### src/include/linkbank_macros.svh
// ############################
// Sizing constants for the linked-list message bank
// LB_SLOT_W must cover LB_NUM_SLOTS and LB_ID_W must cover LB_NUM_IDS
// LB_CNT_W needs one bit more than LB_SLOT_W so a full pool fits one list
// ############################
`ifndef LINKBANK_MACROS_SVH
`define LINKBANK_MACROS_SVH

// Message identifiers, one linked list each
`define LB_NUM_IDS 4
`define LB_ID_W 2

// Shared slot pool
`define LB_NUM_SLOTS 16
`define LB_SLOT_W 4

// Per-list length counter
`define LB_CNT_W 5

// Message body without its ID
`define LB_PAYLOAD_W 16

`endif

### src/design/linkbank_pkg.sv
// ############################
// Types shared by the message bank blocks
// All request structs are single-cycle strobes qualified by en
// ############################
`default_nettype none

`include "linkbank_macros.svh"

package linkbank_pkg;

  typedef logic [`LB_ID_W-1:0] id_t;
  typedef logic [`LB_SLOT_W-1:0] slot_t;
  typedef logic [`LB_PAYLOAD_W-1:0] payload_t;

  // Message as seen on the input and output ports
  typedef struct packed {
    id_t      id;
    payload_t payload;
  } msg_t;

  // Store a payload and mark the slot occupied
  typedef struct packed {
    logic     en;
    slot_t    slot;
    payload_t payload;
  } slot_write_t;

  // Write one next pointer
  typedef struct packed {
    logic  en;
    slot_t slot;
    slot_t next;
  } link_write_t;

  // Append notice to the consumer side
  typedef struct packed {
    logic  en;
    id_t   id;
    slot_t slot;
    logic  starts_list;
  } list_start_t;

  // Release one slot back to the pool
  typedef struct packed {
    logic  en;
    slot_t slot;
  } slot_free_t;

endpackage

`default_nettype wire

### src/design/linkbank_top.sv
// ############################
// Linked-list message bank, 16 shared slots and 4 FIFO lists
// Output selection comes from outside as a one-hot vector
// ############################
`timescale 1ns/100ps
`default_nettype none

`include "linkbank_macros.svh"

module linkbank_top (
  input  wire logic                       clk_i,
  input  wire logic                       rst_ni,
  input  wire logic                       in_valid_i,
  input  wire linkbank_pkg::msg_t         in_msg_i,
  output logic                            in_ready_o,
  input  wire logic [`LB_NUM_IDS-1:0]     release_onehot_i,
  input  wire logic                       out_ready_i,
  output logic                            out_valid_o,
  output linkbank_pkg::msg_t              out_msg_o
);

  logic [`LB_NUM_SLOTS-1:0]  occupied;
  logic [`LB_NUM_IDS-1:0]    list_survives;
  linkbank_pkg::slot_write_t slot_write;
  linkbank_pkg::link_write_t link_write;
  linkbank_pkg::list_start_t list_start;
  linkbank_pkg::slot_free_t  slot_free;
  linkbank_pkg::slot_t       rd_slot;
  linkbank_pkg::payload_t    rd_payload;
  linkbank_pkg::slot_t       rd_next;

  list_append u_list_append (
    .clk_i           (clk_i),
    .rst_ni          (rst_ni),
    .in_valid_i      (in_valid_i),
    .in_msg_i        (in_msg_i),
    .occupied_i      (occupied),
    .list_survives_i (list_survives),
    .in_ready_o      (in_ready_o),
    .slot_write_o    (slot_write),
    .link_write_o    (link_write),
    .list_start_o    (list_start)
  );

  slot_store u_slot_store (
    .clk_i        (clk_i),
    .rst_ni       (rst_ni),
    .slot_write_i (slot_write),
    .link_write_i (link_write),
    .slot_free_i  (slot_free),
    .rd_slot_i    (rd_slot),
    .occupied_o   (occupied),
    .rd_payload_o (rd_payload),
    .rd_next_o    (rd_next)
  );

  list_release u_list_release (
    .clk_i            (clk_i),
    .rst_ni           (rst_ni),
    .release_onehot_i (release_onehot_i),
    .out_ready_i      (out_ready_i),
    .list_start_i     (list_start),
    .rd_payload_i     (rd_payload),
    .rd_next_i        (rd_next),
    .out_valid_o      (out_valid_o),
    .out_msg_o        (out_msg_o),
    .rd_slot_o        (rd_slot),
    .slot_free_o      (slot_free),
    .list_survives_o  (list_survives)
  );

endmodule

`default_nettype wire

### src/design/list_append.sv
// ############################
// Producer side of the message bank
// Requests are combinational in the acceptance cycle
// list_survives_i must already account for this cycle's pop
// ############################
`timescale 1ns/100ps
`default_nettype none

`include "linkbank_macros.svh"

module list_append (
  input  wire logic                         clk_i,
  input  wire logic                         rst_ni,
  input  wire logic                         in_valid_i,
  input  wire linkbank_pkg::msg_t           in_msg_i,
  input  wire logic [`LB_NUM_SLOTS-1:0]     occupied_i,
  input  wire logic [`LB_NUM_IDS-1:0]       list_survives_i,
  output logic                              in_ready_o,
  output linkbank_pkg::slot_write_t         slot_write_o,
  output linkbank_pkg::link_write_t         link_write_o,
  output linkbank_pkg::list_start_t         list_start_o
);

  linkbank_pkg::slot_t tails_q [`LB_NUM_IDS];
  linkbank_pkg::slot_t free_slot;
  logic                any_free;
  logic                accept;
  logic                survives;

  // Lowest free slot wins, so scan downwards and keep the last hit
  always_comb begin
    free_slot = '0;
    any_free  = 1'b0;
    for (int s = `LB_NUM_SLOTS - 1; s >= 0; s--) begin
      if (!occupied_i[s]) begin
        free_slot = linkbank_pkg::slot_t'(s);
        any_free  = 1'b1;
      end
    end
  end

  // Only registered occupancy here, never in_valid_i
  assign in_ready_o = any_free;
  assign accept     = in_valid_i && in_ready_o;
  assign survives   = list_survives_i[in_msg_i.id];

  always_comb begin
    slot_write_o.en      = accept;
    slot_write_o.slot    = free_slot;
    slot_write_o.payload = in_msg_i.payload;

    // Chain behind the old tail only if that list outlives this cycle
    link_write_o.en   = accept && survives;
    link_write_o.slot = tails_q[in_msg_i.id];
    link_write_o.next = free_slot;

    list_start_o.en          = accept;
    list_start_o.id          = in_msg_i.id;
    list_start_o.slot        = free_slot;
    list_start_o.starts_list = !survives;
  end

  // New message always becomes the tail of its ID
  always_ff @(posedge clk_i or negedge rst_ni) begin
    if (!rst_ni) begin
      for (int i = 0; i < `LB_NUM_IDS; i++) begin
        tails_q[i] <= '0;
      end
    end else if (accept) begin
      tails_q[in_msg_i.id] <= free_slot;
    end
  end

endmodule

`default_nettype wire

### src/design/list_release.sv
// ############################
// Consumer side of the message bank
// release_onehot_i must be one-hot or zero
// Output is combinational from the head registers
// ############################
`timescale 1ns/100ps
`default_nettype none

`include "linkbank_macros.svh"

module list_release (
  input  wire logic                         clk_i,
  input  wire logic                         rst_ni,
  input  wire logic [`LB_NUM_IDS-1:0]       release_onehot_i,
  input  wire logic                         out_ready_i,
  input  wire linkbank_pkg::list_start_t    list_start_i,
  input  wire linkbank_pkg::payload_t       rd_payload_i,
  input  wire linkbank_pkg::slot_t          rd_next_i,
  output logic                              out_valid_o,
  output linkbank_pkg::msg_t                out_msg_o,
  output linkbank_pkg::slot_t               rd_slot_o,
  output linkbank_pkg::slot_free_t          slot_free_o,
  output logic [`LB_NUM_IDS-1:0]            list_survives_o
);

  linkbank_pkg::slot_t    heads_q [`LB_NUM_IDS];
  logic [`LB_CNT_W-1:0]   len_q   [`LB_NUM_IDS];
  logic [`LB_CNT_W-1:0]   len_after_pop [`LB_NUM_IDS];
  linkbank_pkg::id_t      sel_id;
  logic                   pop;
  logic [`LB_NUM_IDS-1:0] pop_vec;
  logic [`LB_NUM_IDS-1:0] push_vec;

  // One-hot to binary, OR of the set positions
  always_comb begin
    sel_id = '0;
    for (int i = 0; i < `LB_NUM_IDS; i++) begin
      if (release_onehot_i[i]) begin
        sel_id = sel_id | linkbank_pkg::id_t'(i);
      end
    end
  end

  // A zero select leaves out_valid_o low
  assign out_valid_o       = (|release_onehot_i) && (len_q[sel_id] != '0);
  assign rd_slot_o         = heads_q[sel_id];
  assign out_msg_o.id      = sel_id;
  assign out_msg_o.payload = rd_payload_i;
  assign pop               = out_valid_o && out_ready_i;

  assign slot_free_o.en   = pop;
  assign slot_free_o.slot = heads_q[sel_id];

  always_comb begin
    for (int i = 0; i < `LB_NUM_IDS; i++) begin
      pop_vec[i]  = pop && (sel_id == linkbank_pkg::id_t'(i));
      push_vec[i] = list_start_i.en && (list_start_i.id == linkbank_pkg::id_t'(i));
      len_after_pop[i] = len_q[i] - {{(`LB_CNT_W-1){1'b0}}, pop_vec[i]};
      // Producer links behind the old tail only while this is set
      list_survives_o[i] = len_after_pop[i] != '0;
    end
  end

  // A restarting append overrides the head advance of a same-cycle pop
  always_ff @(posedge clk_i or negedge rst_ni) begin
    if (!rst_ni) begin
      for (int i = 0; i < `LB_NUM_IDS; i++) begin
        heads_q[i] <= '0;
        len_q[i]   <= '0;
      end
    end else begin
      for (int i = 0; i < `LB_NUM_IDS; i++) begin
        len_q[i] <= len_after_pop[i] + {{(`LB_CNT_W-1){1'b0}}, push_vec[i]};
        if (push_vec[i] && list_start_i.starts_list) begin
          heads_q[i] <= list_start_i.slot;
        end else if (pop_vec[i]) begin
          heads_q[i] <= rd_next_i;
        end
      end
    end
  end

endmodule

`default_nettype wire

### src/design/slot_store.sv
// ############################
// Slot pool with payload, next pointer and occupancy per slot
// Reads are combinational, writes and frees land at the edge
// A write and a free never target the same slot in one cycle
// ############################
`timescale 1ns/100ps
`default_nettype none

`include "linkbank_macros.svh"

module slot_store (
  input  wire logic                         clk_i,
  input  wire logic                         rst_ni,
  input  wire linkbank_pkg::slot_write_t    slot_write_i,
  input  wire linkbank_pkg::link_write_t    link_write_i,
  input  wire linkbank_pkg::slot_free_t     slot_free_i,
  input  wire linkbank_pkg::slot_t          rd_slot_i,
  output logic [`LB_NUM_SLOTS-1:0]          occupied_o,
  output linkbank_pkg::payload_t            rd_payload_o,
  output linkbank_pkg::slot_t               rd_next_o
);

  linkbank_pkg::payload_t payload_q [`LB_NUM_SLOTS];
  linkbank_pkg::slot_t    next_q    [`LB_NUM_SLOTS];
  logic [`LB_NUM_SLOTS-1:0] occupied_q;
  logic [`LB_NUM_SLOTS-1:0] set_mask;
  logic [`LB_NUM_SLOTS-1:0] clr_mask;

  // Payload and link storage
  always_ff @(posedge clk_i) begin
    if (slot_write_i.en) begin
      payload_q[slot_write_i.slot] <= slot_write_i.payload;
    end
    if (link_write_i.en) begin
      next_q[link_write_i.slot] <= link_write_i.next;
    end
  end

  // Plain set and clear strobes per slot
  always_comb begin
    set_mask = '0;
    clr_mask = '0;
    if (slot_write_i.en) begin
      set_mask[slot_write_i.slot] = 1'b1;
    end
    if (slot_free_i.en) begin
      clr_mask[slot_free_i.slot] = 1'b1;
    end
  end

  always_ff @(posedge clk_i or negedge rst_ni) begin
    if (!rst_ni) begin
      occupied_q <= '0;
    end else begin
      occupied_q <= (occupied_q | set_mask) & ~clr_mask;
    end
  end

  assign occupied_o   = occupied_q;
  assign rd_payload_o = payload_q[rd_slot_i];
  assign rd_next_o    = next_q[rd_slot_i];

endmodule

`default_nettype wire

### config.mk
export PLATFORM = sky130hd
export DESIGN_NAME = linkbank_top
export DESIGN_NICKNAME = d
export VERILOG_FILES = /design/src/design/linkbank_pkg.sv /design/src/design/linkbank_top.sv /design/src/design/list_append.sv /design/src/design/list_release.sv /design/src/design/slot_store.sv
export VERILOG_INCLUDE_DIRS = /design/src /design/src/include
export SDC_FILE = /design/constraint.sdc
export NUM_CORES = 1
export LEC_CHECK = 0
export BUFFER_PORTS_ARGS = -buffer_cell sky130_fd_sc_hd__buf_2
export CAP_MARGIN = 0
export CORE_MARGIN = 1.5
export CORE_UTILIZATION = 45
export CTS_CLUSTER_DIAMETER = 50
export DETAILED_ROUTE_END_ITERATION = 10
export PLACE_DENSITY = 0.71
export SLEW_MARGIN = 10
export SYNTH_ARGS = -nofsm -noshare
export SYNTH_HDL_FRONTEND = slang
export SYNTH_SLANG_ARGS = --single-unit
### constraint.sdc
create_clock -name clk_i -period 3.65 [get_ports clk_i]
set_input_delay 0.1825 -clock clk_i [delete_from_list [all_inputs] [get_ports clk_i]]
set_output_delay 0.1825 -clock clk_i [all_outputs]
set_load 0.05 [all_outputs]
# Yosys cells after proc, flatten, opt, wreduce, memory -nomap -nowiden
# Memories as Yosys holds them, arrays and structs flattened.
# Index checks and enable logic that the tools add are counted.
# Widths: inputs -> output; s select.
# word_totals
mem_count	2
output_inout_bits	20
wordCells	141
ramBits	320
regBits	68
in_bits	26
# memory_table
memory	words	word_bits	read_ports	rd_ports_with_merged_regs	write_ports	line	rtl
u_slot_store.payload_q	16	16	1	0	1	slot_store.sv:23	linkbank_pkg::payload_t payload_q [`LB_NUM_SLOTS];
u_slot_store.next_q	16	4	1	0	1	slot_store.sv:24	linkbank_pkg::slot_t next_q [`LB_NUM_SLOTS];
# op_classes
order_cmp	8
mux	67
n_reduce_logical	32
n_eq_ne	6
add_sub_neg	8
bitwise_logic	5
# op_table
op	count
$mux 4	29
$mux 16	2
$reduce_bool 5->1	5
$mux 1	24
$add 5x1->5	4
$sub 5x1->5	4
$logic_and 1x1->1	19
$and 16x16->16	1
$bmux 4 s2	2
$bwmux 16	1
$not 16->16	1
$or 16x16->16	1
$bmux 5 s2	1
$lt 4x5->1 const B	2
$mux 5	2
$demux 1 s4	2
$demux 4 s2	1
$eq 2x2->1 const B	4
$ge 4x1->1 const B	2
$reduce_bool 2->1	4
$ge 3x3->1 const B	2
$not 2->3	2
$eq 2x1->1 const B	2
$logic_not 2->1	2
6 further kinds	7

# Logic depth before layout (Yosys ltp)
# Gate-level depths: netlist of the first run.
# depth
word_depth	23
mapped_depth	18
mapped_depth_nobuf	16

# Cells and area by module
# A second synthesis of the first run with hierarchy kept.
# hier_totals
hier_cells	959
area_unflattened_um2	16525.8
# by_module_without_submodules
module	seq_area_each_um2	cells_per_inst	area_each_um2	instances
slot_store	10009.6	579	12843.6	1
list_release	900.9	261	2464.9	1
list_append	400.4	119	1217.4	1

# Worst setup path before layout of the first run
# Ideal clock, no wire load.
# synth_path
path_kind	register to register
from	register u_list_release.len_q[3] in the netlist's numbering
to	memory u_slot_store.next_q[0][0] in the netlist's numbering (enable)
n_path_buf	1
synth_period_minus_slack_ps	3984
arrival_time_ps	3654
stages_incl_launch_ff	17
setup_time_ps	329
slack_ps	-334
required_ps	3321
cell_sequence	dfrtp_1 or4_1 o21a_1 o21ai_1 nand3_1 nand4_1 inv_1 ha_1 ha_1 clkbuf_1 nand2_1 nor2_1 a21oi_1 nor4_2 nor3_1 or4b_2 nor2_1
# synth_via
elab_chain_cells	14
word_cells_on_any_way	23
classes_between	add/sub: 4; mux: 7; reduce/logical: 12
# synth_lines
item	line	rtl
from (decl)	list_release.sv:27	logic [`LB_CNT_W-1:0] len_q [`LB_NUM_IDS];
from (signal, indexed assignment)	list_release.sv:73	len_q[i] <= len_after_pop[i] + {{(`LB_CNT_W-1){1'b0}}, push_vec[i]};
$bmux 5 s2	list_release.sv:45	assign out_valid_o = (|release_onehot_i) && (len_q[sel_id] != '0);
$mux 5 (not written as such) (2 in a row)	list_release.sv:45	
$reduce_bool 5->1	list_release.sv:45	
$logic_and 1x1->1	list_release.sv:45	
$logic_and 1x1->1	list_release.sv:49	assign pop = out_valid_o && out_ready_i;
$logic_and 1x1->1	list_release.sv:56	pop_vec[i] = pop && (sel_id == linkbank_pkg::id_t'(i));
$sub 5x1->5	list_release.sv:58	len_after_pop[i] = len_q[i] - {{(`LB_CNT_W-1){1'b0}}, pop_vec[i]};
$reduce_bool 5->1	list_release.sv:60	list_survives_o[i] = len_after_pop[i] != '0;
$bmux 1 s2 (*)	list_append.sv:45	assign survives = list_survives_i[in_msg_i.id];
$mux 1 (not written as such) (*)	list_append.sv:45	
$logic_and 1x1->1 (*)	list_append.sv:53	link_write_o.en = accept && survives;
$mux 1 (*)	slot_store.sv:34	if (link_write_i.en) begin
$mux 1 (not written as such) (*)	slot_store.sv:35	next_q[link_write_i.slot] <= link_write_i.next;
to (decl)	slot_store.sv:24	
# Every way passes the cells marked *; elsewhere a longest branch is shown, timed or not. The select of a mux whose other input is x is not followed.

# Worst setup path after layout of the first run
# layout_path
from	register u_list_release.len_q[2] in the netlist's numbering
to	output out_valid_o
# layout_via
elab_chain_cells	5
# layout_lines
item	line	rtl
$bmux 5 s2	list_release.sv:45	
$mux 5 (not written as such) (2 in a row)	list_release.sv:45	
$reduce_bool 5->1	list_release.sv:45	
$logic_and 1x1->1	list_release.sv:45	
to (decl)	linkbank_top.sv:18	output logic out_valid_o,
# Every way passes these cells. The select of a mux whose other input is x is not followed.

==> results.txt, run 1 <==
clock sink count = 388
Synth Cell Area = 0.0167 mm2
CTS root buf = clkbuf_16
Yosys top cell area share = 0.576
die area = 0.0383 mm2
GRT overflow = 0
failing checks = negative setup slack
CTS H-tree lvls = 2
share of synthesized registers carrying an async set or reset = 0.175
Rel. slew slack = 0.420
Post-synth EDFFs = 320
CP max-delay cell = or4_4
share of cells above drive strength 1 = 0.240
Post-synth top flop = edfxtp_1
CTS Buf Count = 42
drt first pass iters = 6
synth top area cells = edfxtp_1 58%, dfrtp_1 10%, nand2_1 7.0%
Worst-Margin Slew = 868 ps
Routed Antenna Nets = 0
critical path launch point type = flop
status = finished, violations left
Avg Inst Size Synth = 12.5 um2
Most Frequent Cell on Critical Path = buf_4
Slew Limit Fails = 0
CP endpoint kind = output pin
Fmax = 265 MHz
Max Cap Viol = 0
YS warnings = 0
crit-path max cell delay = 540 ps
TNS Setup = -1660 ps
height of the die = 196 um
Synth top cells by count = 320 x edfxtp_1, 310 x nand2_1, 68 x dfrtp_1
Worst Path Arrival = 3590 ps
antenna violations before repair = 2
flop-to-flop setup slack = -70 ps
Nets = 1545
row cnt = 70
Final Hold Fails = 0
Clock Pin Slew Worst Setup and Hold Paths = 60 ps
minimum clock period = 3780 ps
cell with the most instances after synthesis = edfxtp_1
via count = 11900
final worst path period share = 1.03
I/O pin count = 46
IO Port Bufs = 45
Starting DRT DRC Count = 1213
post-route clock skew = 22.2 ps
Inst Count DP = 1868
final core occ = 0.558
Post-route DRC = 0
hold slack final = 8.78 ps
latest clock arrival within the worst-skew pair = 550 ps
Overall Global Routing Usage = 0.223
setup ws final = -125 ps
PwrDens = 820 mW/mm2
Synth area leader = edfxtp_1
CTS tree = built
P_leak = 0.00763 uW
Synth Instances = 1332
Yosys cell types = 59
P&R area growth vs syn = 22.0%
sequential element share of the synthesized area = 0.678
Post-DP HPWL = 24900 um
Buf/Inv on CP = 16
worst path cell trace = or4_4 > o21a_1 > o21ai_2 > buf_4 > buf_4 > buf_4 > buf_4 > buf_4 > buf_4 > buf_4 > buf_4 > buf_4 > buf_4 > buf_4 > buf_4 > buf_4 > buf_4 > buf_4 > a31oi_2 > buf_6
WL final = 43600 um
syn_nets = 1374
Worst Setup Path Type = reg -> out
RSZ-0062 raised after global routing = true
Critical Path Fanout Max = 2
Finish-stage setup viols = 30
core area = 0.0365 mm2
Total Power = 16700 uW
worst hold path type = in -> reg
first-pass GRT wire length = 65600 um
Initial Utilization = 0.457
Die W = 196 um
routed len/inst = 21.8 um
Worst path top cell family by delay = buffers and inverters
vias in the first global route = 11700
Final Non-Filler Cells = 2006
Longest Clk Path Bufs = 3
Critical Path RT = 3470 ps
DR vias/cell = 5.95
routability cong. = 0.865
pin count of the biggest net entering global routing = 77
VDD IR max = 0.480 mV
Seq cells post-synth = 388
==> per-layer routing <==
| layer | GRT usage | up-vias | wire (um) |
|---|---|---|---|
| met3 | 0.0413 | 125 | 3770 |
| met1 | 0.289 | 5877 | 17100 |
| met4 | 0.0847 | 0 | 1490 |
| li1 | - | 5309 | - |
| met2 | 0.372 | 630 | 21200 |
| met5 | 0 | - | 0 |
==> where the power goes <==
part,internal (uW),leakage [uW],switching (uW)
logic,2130,0.00325,4190
registers,5840,0.00371,368
clock network,2460,0.000662,1710
total,10400,0.00763,6260
==> cell usage in the layout, fill, tap and decap left out, types with 7 or more instances in the layout <==
master       n
a311oi_1    48
a31oi_1     23
nand2b_1    10
ha_1         8
clkinv_2     8
buf_4      142
nor3_2      10
buf_2       43
dfrtp_1     68
clkbuf_16   44
edfxtp_1   320
inv_1       31
clkbuf_1    13
a221o_1     20
nand4_1      8
nand2_1    309
mux2_2      13
o32a_1      13
buf_12       8
nor2_1      42
xnor2_1     17
a21oi_1     57
nand3_1     44
ha_4         7
and3_1      49
buf_6        9
mux2i_1     17
==> kinds of logic after synthesis <==
logic type,share of synthesized area
simple gates,0.148
flops,0.678
compound gates,0.0945
buf+inv,0.0317
mux,0.0250
xor+xnor,0.0115
fa+ha+maj,0.0120
==> per-stage QoR <==
stage	cell area (um2)	setup WS [ps]
floorplan	16700	-33.6
global route	20400	-202
detailed placement	18100	-171
finish	20400	-125
global placement	18100	-93.0
CTS	20000	0.192
==> final cells by class <==
cell class	instances	area, um2
Fill cell	2836	16200
Sequential cell	388	11300
Multi-Input combinational cell	827	5340
Timing Repair Buffer	207	1620
Clock buffer	59	1170
Tap cell	468	586
Clock inverter	18	190
Inverter	37	139
Antenna cell	2	5.00
==> worst reg2reg max path, delay by kind of cell (launching register included) <==
kind            cells  cell delay, ps
simple gates        9            2200
compound gates      2             380
flops               1             370
fa+ha+maj           1             170
buf+inv             2             170
xor+xnor            1             130
==> worst paths after layout <==
kind,depth (start not counted),from,to
setup / recovery,20,u_list_release.len_q[2],out_valid_o
hold / removal,1,in_msg_i[5],u_slot_store.payload_q[15][5]
setup reg to reg,15,u_list_release.len_q[2],u_slot_store.next_q[1][2]
hold reg to reg,1,u_list_append.tails_q[2],u_list_append.tails_q[2]
max in group asynchronous,3,rst_ni,u_slot_store.occupied_o[10]
min in group asynchronous,2,rst_ni,u_list_append.tails_q[9]
==> sequential cells by signal, summed over array words and instances, names as in the netlist <==
signal	cells
u_list_append.tails_q	16
u_list_release.heads_q	16
u_list_release.len_q	20
u_slot_store.next_q	64
u_slot_store.occupied_o	16
u_slot_store.payload_q	256
==> what timing repair did <==
action | CTS | global route
buffers inserted | 48 | 10
hold endpoints to repair | 45 | 0
gates cloned | 0 | 1
endpoints found under the setup margin | 70 | 85
pin swaps | 15 | 31
hold buffers | 2 | 0
gates resized for setup | 24 | 62
Note: power is estimated with default switching activity, not from simulation.
==> inputs of run 2 (changes only) <==
--- a/config.mk
+++ b/config.mk
@@ -11,8 +11,10 @@
 export CORE_MARGIN = 1.5
 export CORE_UTILIZATION = 45
 export CTS_CLUSTER_DIAMETER = 50
+export CTS_CLUSTER_SIZE = 28
 export DETAILED_ROUTE_END_ITERATION = 10
-export PLACE_DENSITY = 0.71
+export PLACE_DENSITY = 0.69
+export SETUP_SLACK_MARGIN = 0.05
 export SLEW_MARGIN = 10
 export SYNTH_ARGS = -nofsm -noshare
 export SYNTH_HDL_FRONTEND = slang
==> results.txt, run 2 (synthesis gave the netlist of run 1 again) <==
status = finished, violations left
failing checks = negative setup slack
height of the die = 196 um
Longest Clk Path Bufs = 3
routed len/inst = 21.1 um
routability cong. = 0.911
hold path start = in_msg_i[5]
Worst Setup Path Type = reg -> reg
Worst Path Arrival = 3910 ps
first-pass GRT wire length = 63300 um
Critical Path RT = 3880 ps
P_leak = 0.00742 uW
Critical Path Fanout Max = 5
pin count of the biggest net entering global routing = 56
CTS H-tree lvls = 2
Post-DP HPWL = 25300 um
worst r2r src = u_list_release.len_q[2]
via count = 11400
Routed Antenna Nets = 0
CTS root buf = clkbuf_16
latest clock arrival within the worst-skew pair = 540 ps
drt first pass iters = 6
P&R area growth vs syn = 20.5%
DR vias/cell = 5.81
hold slack final = 19.5 ps
Worst-Margin Slew = 957 ps
Slew Limit Fails = 0
PwrDens = 814 mW/mm2
most flop-heavy register = u_slot_store.payload_q
post-route clock skew = 16.0 ps
CP max-delay cell = or4b_4
WL final = 41600 um
final core occ = 0.550
Max Cap Viol = 0
commonest non-fill, non-tap cell in the layout = edfxtp_1
worst flop-to-flop path endpoint = u_slot_store.next_q[3][2]
Die W = 196 um
Total Power = 16400 uW
TNS Setup = -331 ps
crit-path max cell delay = 570 ps
minimum clock period = 3680 ps
IO Port Bufs = 45
CTS tree = built
worst hold stages = 1
share of cells above drive strength 1 = 0.232
final worst path period share = 1.01
setup ws final = -30.1 ps
die area = 0.0383 mm2
RSZ-0062 raised after global routing = true
GRT overflow = 0
Fmax = 272 MHz
Top Registers = u_slot_store.payload_q: 256 flops, u_slot_store.next_q: 64 flops, u_list_release.len_q: 20 flops
Finish-stage setup viols = 17
path depth of the worst reg2reg path = 14
Post-route DRC = 0
Rel. slew slack = 0.362
core area = 0.0365 mm2
Clock Pin Slew Worst Setup and Hold Paths = 70 ps
Final Hold Fails = 0
row cnt = 70
Nets = 1510
CP endpoint kind = flop
# fillers = 2898
Starting DRT DRC Count = 1060
vias in the first global route = 11200
Overall Global Routing Usage = 0.215
CTS Buf Count = 36
worst hold path type = in -> reg
worst path cell trace = or4_4 > o21a_1 > o21ai_2 > nand3_2 > nand4_1 > inv_1 > ha_2 > nor2b_4 > xnor2_2 > a21oi_2 > nor4_4 > nor3_4 > or4b_4 > nor2_4
antenna violations before repair = 4
most frequent cells in the layout = 320 x edfxtp_1, 308 x nand2_1, 108 x buf_4, 68 x dfrtp_1, 58 x a21oi_1
max FFs per register = 256
Worst Hold Path EP = u_slot_store.payload_q[8][5]
flop-to-flop setup slack = -30 ps
VDD IR max = 0.491 mV
clock sink count = 388
critical path launch point type = flop
I/O pin count = 46
Initial Utilization = 0.457
-- run 2: per-stage QoR --
step / setup slack [ps] / cells / cell area, um2
after floorplan: 25.9 / 1332 / 16700
after global placement: -79.8 / 1865 / 18200
after detailed placement: -154 / 1865 / 18200
after CTS: 34.8 / 1951 / 19700
after global routing: -164 / 1962 / 20100
final: -30.1 / 1965 / 20100
-- run 2: worst max path at each step --
stage,from,to,slack (ps),cells after the start
after floorplan,u_list_release.len_q[3],u_slot_store.next_q[1][0],30,15
after global placement,u_list_release.len_q[2],u_slot_store.next_q[1][1],-80,15
after detailed placement,u_list_release.len_q[2],u_slot_store.next_q[1][2],-150,15
after CTS,u_list_release.len_q[2],u_list_release.heads_q[1],30,13
after global routing,u_list_release.len_q[2],u_list_release.heads_q[7],-160,14
final,u_list_release.len_q[2],u_slot_store.next_q[3][2],-30,14
-- run 2: layout make-up --
class	instances	area, um2	share of cell area
antenna	3	7.51	0.000373
clock buffer	38	930	0.0462
inverter	37	141	0.00703
timing repair buffer	177	1430	0.0713
clock inverter	26	270	0.0134
multi-input combinational	828	5430	0.270
sequential	388	11300	0.563
tap	468	586	0.0291
-- run 2: worst max-delay path, delay by kind of cell (launching register included) --
kind                       cells  cell delay [ps]
AOI/OAI and AO/OA              3              540
xor gates and xnor gates       1              140
adders and majority gates      1              200
buffers and inverters          1               50
DFF                            1              380
and+or+nand+nor                8             2060
-- run 2: layer usage --
| metal | vias up | track usage | wire length (um) |
|---|---|---|---|
| li1 | 5255 | - | - |
| met1 | 5716 | 0.286 | 17100 |
| met2 | 366 | 0.366 | 20500 |
| met3 | 75 | 0.0377 | 2910 |
| met4 | 2 | 0.0563 | 1040 |
| met5 | - | 0 | 13 |
-- run 2: what timing repair did --
item / CTS / global route
gates cloned: 0 / 1
resized for setup: 27 / 74
pin swaps: 8 / 29
endpoints found under the hold margin: 58 / 0
endpoints found under the setup margin: 82 / 91
buffers inserted: 19 / 11
hold buffers: 3 / 0
-- run 2: power breakdown --
part	switching [uW]	internal (uW)	leakage, uW	total (uW)
Combinational	4200	2170	0.00313	6370
Sequential	356	5830	0.00371	6190
Clock	1780	2030	0.000583	3800
Total	6330	10000	0.00742	16400
